### src/source/stream_pkg.sv
// ----------------------------------------------------------
// Stream combiner shared types
// ----------------------------------------------------------

package stream_pkg;

    // Payload widths of the narrow input side and the wide output side
    typedef logic [15:0] data_in_t;
    typedef logic [31:0] data_out_t;

    // Sideband fields shared by both sides
    typedef logic [7:0] dest_t;
    typedef logic [7:0] user_t;

    // One beat of a narrow input stream takes 33 bits
    typedef struct packed {
        data_in_t data;
        dest_t    dest;
        user_t    user;
        logic     last;
    } in_beat_t;

    // One beat of the combined output stream takes 49 bits
    typedef struct packed {
        data_out_t data;
        dest_t     dest;
        user_t     user;
        logic      last;
    } out_beat_t;

endpackage

### src/source/input_buffer.sv
// ----------------------------------------------------------
// Per-stream input FIFO
// ----------------------------------------------------------

module input_buffer #(
    parameter int BUFFER_DEPTH = 8
) (
    input  logic                clock,
    input  logic                rst_n,

    input  stream_pkg::in_beat_t in_beat,
    input  logic                in_valid,
    output logic                in_ready,

    output stream_pkg::in_beat_t buf_beat,
    output logic                buf_valid,
    input  logic                buf_ready
);

    localparam int ADDR_W = $clog2(BUFFER_DEPTH);

    // Pointers carry one extra wrap bit so a full queue differs from an empty one
    typedef logic [ADDR_W:0]   ptr_t;
    typedef logic [ADDR_W-1:0] addr_t;

    stream_pkg::in_beat_t mem [BUFFER_DEPTH];

    ptr_t  wr_ptr;
    ptr_t  rd_ptr;
    addr_t wr_addr;
    addr_t rd_addr;
    logic  full;
    logic  empty;
    logic  do_write;
    logic  do_read;

    assign wr_addr = wr_ptr[ADDR_W-1:0];
    assign rd_addr = rd_ptr[ADDR_W-1:0];

    assign empty = (wr_ptr == rd_ptr);
    assign full  = (wr_ptr[ADDR_W] != rd_ptr[ADDR_W]) && (wr_addr == rd_addr);

    assign in_ready  = !full;
    assign buf_valid = !empty;

    assign do_write = in_valid && in_ready;
    assign do_read  = buf_valid && buf_ready;

    // Head of the queue is presented straight from storage
    assign buf_beat = mem[rd_addr];

    always_ff @(posedge clock or negedge rst_n) begin
        if (!rst_n) begin
            wr_ptr <= '0;
            rd_ptr <= '0;
        end else begin
            if (do_write) begin
                wr_ptr <= wr_ptr + ptr_t'(1);
            end
            if (do_read) begin
                rd_ptr <= rd_ptr + ptr_t'(1);
            end
        end
    end

    always_ff @(posedge clock) begin
        if (do_write) begin
            mem[wr_addr] <= in_beat;
        end
    end

endmodule

### src/source/output_register.sv
// ----------------------------------------------------------
// Widening output register
// ----------------------------------------------------------

module output_register (
    input  logic                  clock,
    input  logic                  rst_n,

    input  stream_pkg::in_beat_t  sel_beat,
    input  logic                  sel_valid,
    output logic                  sel_ready,

    output stream_pkg::out_beat_t out_beat,
    output logic                  out_valid,
    input  logic                  out_ready
);

    stream_pkg::out_beat_t wide_beat;
    logic                  load;

    // Data is unsigned, so the cast pads the upper bits with zeros
    always_comb begin
        wide_beat.data = stream_pkg::data_out_t'(sel_beat.data);
        wide_beat.dest = sel_beat.dest;
        wide_beat.user = sel_beat.user;
        wide_beat.last = sel_beat.last;
    end

    // The stage can take a new beat when empty or when the held one leaves
    assign sel_ready = !out_valid || out_ready;
    assign load      = sel_valid && sel_ready;

    always_ff @(posedge clock or negedge rst_n) begin
        if (!rst_n) begin
            out_valid <= 1'b0;
        end else if (sel_ready) begin
            out_valid <= sel_valid;
        end
    end

    always_ff @(posedge clock) begin
        if (load) begin
            out_beat <= wide_beat;
        end
    end

endmodule

### src/source/priority_arbiter.sv
// ----------------------------------------------------------
// Packet-locked priority arbiter
// ----------------------------------------------------------

module priority_arbiter #(
    parameter int N_STREAMS = 4
) (
    input  logic                 clock,
    input  logic                 rst_n,

    input  stream_pkg::in_beat_t buf_beat [N_STREAMS],
    input  logic [N_STREAMS-1:0] buf_valid,
    output logic [N_STREAMS-1:0] buf_ready,

    output stream_pkg::in_beat_t sel_beat,
    output logic                 sel_valid,
    input  logic                 sel_ready
);

    localparam int IDX_W = (N_STREAMS > 1) ? $clog2(N_STREAMS) : 1;

    typedef logic [IDX_W-1:0] idx_t;

    typedef enum logic {
        ST_IDLE,
        ST_LOCKED
    } state_t;

    state_t state;
    idx_t   lock_idx;
    idx_t   first_idx;
    idx_t   grant_idx;
    logic   any_valid;
    logic   take;

    // Scan downwards so the lowest valid index is the one left standing
    always_comb begin
        first_idx = '0;
        any_valid = 1'b0;
        for (int k = N_STREAMS - 1; k >= 0; k--) begin
            if (buf_valid[k]) begin
                first_idx = idx_t'(k);
                any_valid = 1'b1;
            end
        end
    end

    assign grant_idx = (state == ST_LOCKED) ? lock_idx : first_idx;
    assign sel_valid = (state == ST_LOCKED) ? buf_valid[grant_idx] : any_valid;
    assign sel_beat  = buf_beat[grant_idx];

    // Only the granted stream may drain
    always_comb begin
        buf_ready            = '0;
        buf_ready[grant_idx] = sel_ready;
    end

    assign take = sel_valid && sel_ready;

    // The grant moves only when a beat is actually taken
    always_ff @(posedge clock or negedge rst_n) begin
        if (!rst_n) begin
            state    <= ST_IDLE;
            lock_idx <= '0;
        end else if (take) begin
            lock_idx <= grant_idx;
            if (sel_beat.last) begin
                state <= ST_IDLE;
            end else begin
                state <= ST_LOCKED;
            end
        end
    end

endmodule

### src/source/stream_combiner.sv
// ----------------------------------------------------------
// Stream combiner top level
// ----------------------------------------------------------

module stream_combiner #(
    parameter int N_STREAMS    = 4,
    parameter int BUFFER_DEPTH = 8
) (
    input  logic                  clock,
    input  logic                  rst_n,

    input  stream_pkg::in_beat_t  in_beat [N_STREAMS],
    input  logic [N_STREAMS-1:0]  in_valid,
    output logic [N_STREAMS-1:0]  in_ready,

    output stream_pkg::out_beat_t out_beat,
    output logic                  out_valid,
    input  logic                  out_ready
);

    // Buffer outputs toward the arbiter
    stream_pkg::in_beat_t buf_beat [N_STREAMS];
    logic [N_STREAMS-1:0] buf_valid;
    logic [N_STREAMS-1:0] buf_ready;

    // Selected stream toward the output stage
    stream_pkg::in_beat_t sel_beat;
    logic                 sel_valid;
    logic                 sel_ready;

    for (genvar i = 0; i < N_STREAMS; i++) begin : g_buffer
        input_buffer #(
            .BUFFER_DEPTH(BUFFER_DEPTH)
        ) buffer0 (
            .clock    (clock),
            .rst_n    (rst_n),
            .in_beat  (in_beat[i]),
            .in_valid (in_valid[i]),
            .in_ready (in_ready[i]),
            .buf_beat (buf_beat[i]),
            .buf_valid(buf_valid[i]),
            .buf_ready(buf_ready[i])
        );
    end

    priority_arbiter #(
        .N_STREAMS(N_STREAMS)
    ) arbiter0 (
        .clock    (clock),
        .rst_n    (rst_n),
        .buf_beat (buf_beat),
        .buf_valid(buf_valid),
        .buf_ready(buf_ready),
        .sel_beat (sel_beat),
        .sel_valid(sel_valid),
        .sel_ready(sel_ready)
    );

    output_register output0 (
        .clock    (clock),
        .rst_n    (rst_n),
        .sel_beat (sel_beat),
        .sel_valid(sel_valid),
        .sel_ready(sel_ready),
        .out_beat (out_beat),
        .out_valid(out_valid),
        .out_ready(out_ready)
    );

endmodule

### config.mk
export PLATFORM = sky130hd
export DESIGN_NAME = stream_combiner
export DESIGN_NICKNAME = d
export VERILOG_FILES = /design/src/source/stream_pkg.sv /design/src/source/input_buffer.sv /design/src/source/output_register.sv /design/src/source/priority_arbiter.sv /design/src/source/stream_combiner.sv
export SDC_FILE = /design/constraint.sdc
export NUM_CORES = 1
export LEC_CHECK = 0
export BUFFER_PORTS_ARGS = -buffer_cell sky130_fd_sc_hd__buf_4
export CAP_MARGIN = 15
export CORE_ASPECT_RATIO = 0.5
export CORE_MARGIN = 2
export CORE_UTILIZATION = 48
export DETAILED_ROUTE_END_ITERATION = 6
export REMOVE_ABC_BUFFERS = 1
export SLEW_MARGIN = 20
export SYNTH_ARGS = -nofsm -noshare
export SYNTH_HDL_FRONTEND = slang
export SYNTH_SLANG_ARGS = --single-unit
### constraint.sdc
create_clock -name clock -period 8.3 [get_ports clock]
set_clock_uncertainty 0.05 [all_clocks]
set_input_delay 0.83 -clock clock [delete_from_list [all_inputs] [get_ports clock]]
set_output_delay 0.83 -clock clock [all_outputs]
set_load 0.005 [all_outputs]
# Word-level counts from Yosys, hierarchy flattened
# Memories as Yosys holds them, arrays and structs flattened.
# Index checks and enable logic that the tools add are counted.
# word_totals
regBits	69
ram_bits	1056
in_bits	139
out_inout_bits	54
wordCells	94
mem_count	4
# mem_list
name	depth	word_bits	read_ports	rd_ports_with_merged_regs	wr	line	rtl
g_buffer[0].buffer0.mem	8	33	1	0	1	input_buffer.sv:26	stream_pkg::in_beat_t mem [BUFFER_DEPTH];
g_buffer[1].buffer0.mem	8	33	1	0	1	input_buffer.sv:26	
g_buffer[2].buffer0.mem	8	33	1	0	1	input_buffer.sv:26	
g_buffer[3].buffer0.mem	8	33	1	0	1	input_buffer.sv:26	
# classes
addsub	8
magnitude_cmp	3
n_eq_ne	12
mux	26
bitwise	2
reduce_logical	24
# op_table
cell	n
binary-select mux 33 bit (select 2 bit)	1
two-way mux 33 bit	2
adder 4 x 1 -> 4 bit (second input constant)	8
== test 4 bit	4
two-way mux 1 bit	16
logical AND 1 bit	14
== test 3 bit	4
two-way mux 2 bit	5
logical NOT 1 bit	9
AND 4 bit	1
!= test 1 bit	4
>= comparator 3 bit (second input constant)	1
less-than comparator 2 x 3 -> 1 bit (second input constant)	1
NOT 2 -> 3 bit	1
binary-select mux 1 bit (select 2 bit)	1
demux 1 bit (select 2 bit)	1
>= comparator 2 x 1 -> 1 bit (second input constant)	1
logical OR 1 bit	1

# Logic depth before layout (Yosys ltp)
# depth
ltp_word	12
mapped_depth	10

# By module
# A second synthesis with hierarchy kept.
# hier_totals
cells_unflattened	2044
area_unflattened_um2	44697.9
# by_module_without_submodules
mod	instances	cells_per_inst	area_each_um2	seq_area_each_um2
input_buffer (g_buffer[1].buffer0 ...)	3	443	10567.6	8127.8
input_buffer (g_buffer[0].buffer0)	1	442	10513.8	8127.8
priority_arbiter	1	219	1312.5	75.1
output_register	1	54	1168.6	1016.0

# Worst setup path after synthesis
# OpenSTA, ideal clock, no wires.
# synth_timing
path_type	input to register
start	input port in_valid[3]
end	memory g_buffer[3].buffer0.mem[2][0] in the netlist's numbering, enable pin
t_arrival_ps	4421
slack_ps	3311
stages	2
n_path_buf	0
cell_sequence	nand2_1 -> nor4b_1
# synth_via
elab_chain_len	3
# synth_rtl
item	line	rtl
start, declared	stream_combiner.sv:13	input logic [N_STREAMS-1:0] in_valid,
logical AND 1 bit	input_buffer.sv:46	assign do_write = in_valid && in_ready;
two-way mux 1 bit	input_buffer.sv:67	if (do_write) begin
two-way mux 1 bit (implied by the code)	input_buffer.sv:68	mem[wr_addr] <= in_beat;
end, declared	input_buffer.sv:26	
# Every way passes these cells.

==> results.cfg <==
[run_status]
status = finished, final reports clean

[route]
drtPass1Iterations = 5
drt_iter0_drc = 2321
drt_drc_violations_left = 0
vias_per_cell = 5.782
wl_um = 98760
vias = 19910
detail_route.wl_per_cell_um = 28.68
postRouteAntennaNets = 0

[synthesis]
synthDistinctLibCells = 48
synth_area_per_cell_um2 = 22.24
synth_top_flop_cell = edfxtp_1
synth_top_area_share = 0.7520
synth_commonest_cells = edfxtp_1 (1089), mux4_2 (265), mux2i_1 (133), nor2_1 (85), buf_2 (43)
ys_warn_count = 0
synth_area_um2 = 43480
synth-seq-cells = 1125
synth_edf_count = 1089
synth_area_leaders = edfxtp_1 (75%), mux4_2 (14%), mux2i_1 (3.1%)
synth_top_area_cell = edfxtp_1
async_reset_ff_frac = 0.03200
synth_most_common_cell = edfxtp_1
ys_seq_area_frac = 0.7727
postSynthCellCount = 1955

[finish]
final_nets = 2321
syn_to_final_growth_pct = 13.84
drive_gt1_frac = 0.3128

[cts]
clockBufferDepth = 3
root_buffer = clkbuf_16
postCtsSetupBuffers = 0
clk_pin_slew_worst_paths_ns = 0.06
cts_tree = done
cts_made_buffers = 96
cts_resized = 0
cts_hold_buf = 0
clock_latency_ns = 0.69
cts_htree_levels = 3
numClockSinks = 1125

[grt]
grt_pass1_wl_um = 143000
overflow = 0
grt.total_usage = 0.2149
first_global_vias = 20100
grt_max_degree = 70
grt_antenna_before_repair = 13

[sta]
rsz0062_at_grt = no
fmax_ghz = 0.2581
worst_pin_slew_ns = 1.147
finalCriticalPeriod_ns = 3.875
hold_violations = 0
relSlewSlack = 0.2315
finalSetupViolCount = 0
fin_crit_sh = 0.4668
setup_slack_ns = 4.425
slew_violations = 0
setup_tns_ns = 0

[setup_path]
criticalPathCategory = reg -> reg
crit_arrival_ns = 4.21
crit_slowest_cell = dfrtp_4
path_cells = buf_4, mux4_2, mux2i_1, o22ai_1, or3_1
cp-end-kind = register
critical_path.top_delay_family = multiplexers
critPathRequiredTime_ns = 8.64
slowest_delay_ns = 0.89
critPathMaxFanout = 39
crit_buf_inv = 1
startpoint_type = register

[power_and_ir_drop]
p_switching_mw = 5.056
seqPwrFrac = 0.470
power.share.clock = 0.272
p_int_mw = 11.61
comb_power_share = 0.258
p_sw_frac = 0.3033
peakVddDrop_mv = 0.1691
power.leakage_nw = 15.76
power.density_nw_per_um2 = 336.7

[min_path]
hp-class = in -> async

[floorplan]
ios = 193
dieArea_um2 = 93160
die_y_um = 216.8
start_util = 0.4885
coreArea_um2 = 89020
row_count = 77
die_w_um = 429.7

[placed_design]
hpwlAfterDp_um = 60350
place_congestion = 0.8064
place_ws_ns = 4.263
port_buffers = 176

[job]
cap_violations = 0
## routing by layer
layer,global-route usage,wire (um),vias up,share of wire
met5,0,13,-,0.00013
met2,0.3332,46830,608,0.47
li1,-,-,8547,-
met4,0.03697,1434,2,0.015
met1,0.3162,42680,10650,0.43
met3,0.05363,7807,100,0.079
## state kept, by name, indices dropped and copies added, names as in the netlist
signal and count:
g_buffer.buffer0.rd_ptr 16, arbiter0.lock_idx 2, arbiter0.state 1, g_buffer.buffer0.mem 1056, g_buffer.buffer0.wr_ptr 16, output0.out_valid 1
output0.out_beat 33
## worst paths after layout
kind / startpoint / to / slack, ns / cells after the start
setup / recovery: g_buffer[0].buffer0.rd_ptr[0] / output0.out_beat[29] / 4.43 / 5
hold / removal: rst_n / g_buffer[0].buffer0.wr_ptr[1] / 0.06 / 1
setup reg to reg: g_buffer[0].buffer0.rd_ptr[0] / output0.out_beat[29] / 4.43 / 5
hold reg to reg: g_buffer[0].buffer0.wr_ptr[3] / g_buffer[0].buffer0.wr_ptr[3] / 0.44 / 1
max in group asynchronous: rst_n / g_buffer[0].buffer0.rd_ptr[0] / 7.74 / 1
min in group clock: in_beat[0] / g_buffer[3].buffer0.mem[4][0] / 0.32 / 1
## cell type report
type	instances	area, um^2
Fill cell	6718	39520
Sequential cell	1125	33630
Multi-Input combinational cell	718	9512
Clock buffer	117	2555
Timing Repair Buffer	232	1742
Tap cell	1185	1483
Clock inverter	61	569.3
Antenna cell	4	10.01
Inverter	1	3.754
## cells by family (layout without fill, tap and decap cells)
family / after synthesis / after routing / synth area share
buf+inv: 127 / 411 / 0.01525
mux: 407 / 407 / 0.1703
flops: 1125 / 1125 / 0.7727
other cells: 1 / 20 / 0.00008624
simple gates: 202 / 202 / 0.02351
compound gates: 45 / 45 / 0.006561
xor+xnor: 40 / 40 / 0.009265
fa+ha+maj: 8 / 8 / 0.002302
## stage by stage
| step | hold slack, ns | std cells | area [um^2] | util | power [mW] |
|---|---|---|---|---|---|
| 6_report | 0.05886 | 3443 | 49500 | 0.5561 | 16.67 |
| 5_1_grt | 0.06309 | 3440 | 49490 | 0.5560 | 17.36 |
| 4_1_cts | 0.03959 | 3439 | 49470 | 0.5557 | 16.84 |
| 3_5_place_dp | 0.4307 | 3261 | 46350 | 0.5206 | 12.34 |
| 3_3_place_gp | 0.4241 | 3261 | 46350 | 0.5206 | 12.28 |
| 2_1_floorplan | 0.4104 | 1844 | 42880 | - | 10.47 |
## cell usage in the layout (no fill, tap or decap), drive strengths merged, types with 11 or more instances in the layout
master,n
conb,16
mux2i,133
nand2,25
mux4,265
nor3,11
nor2,85
o22ai,32
edfxtp,1089
xor2,16
or3,32
dfrtp,36
clkbuf,117
buf,232
clkinv,43
xnor2,24
## power groups by stage
stage	clock (mW)	sequential [mW]	combinational, mW
final	4.53	7.83	4.31
after global routing	4.84	7.93	4.59
after CTS	4.62	7.85	4.38
after detailed placement	0	7.97	4.37
after global placement	0	7.94	4.34
after floorplan	0	8.08	2.39
(Power assumes the default switching activity.)
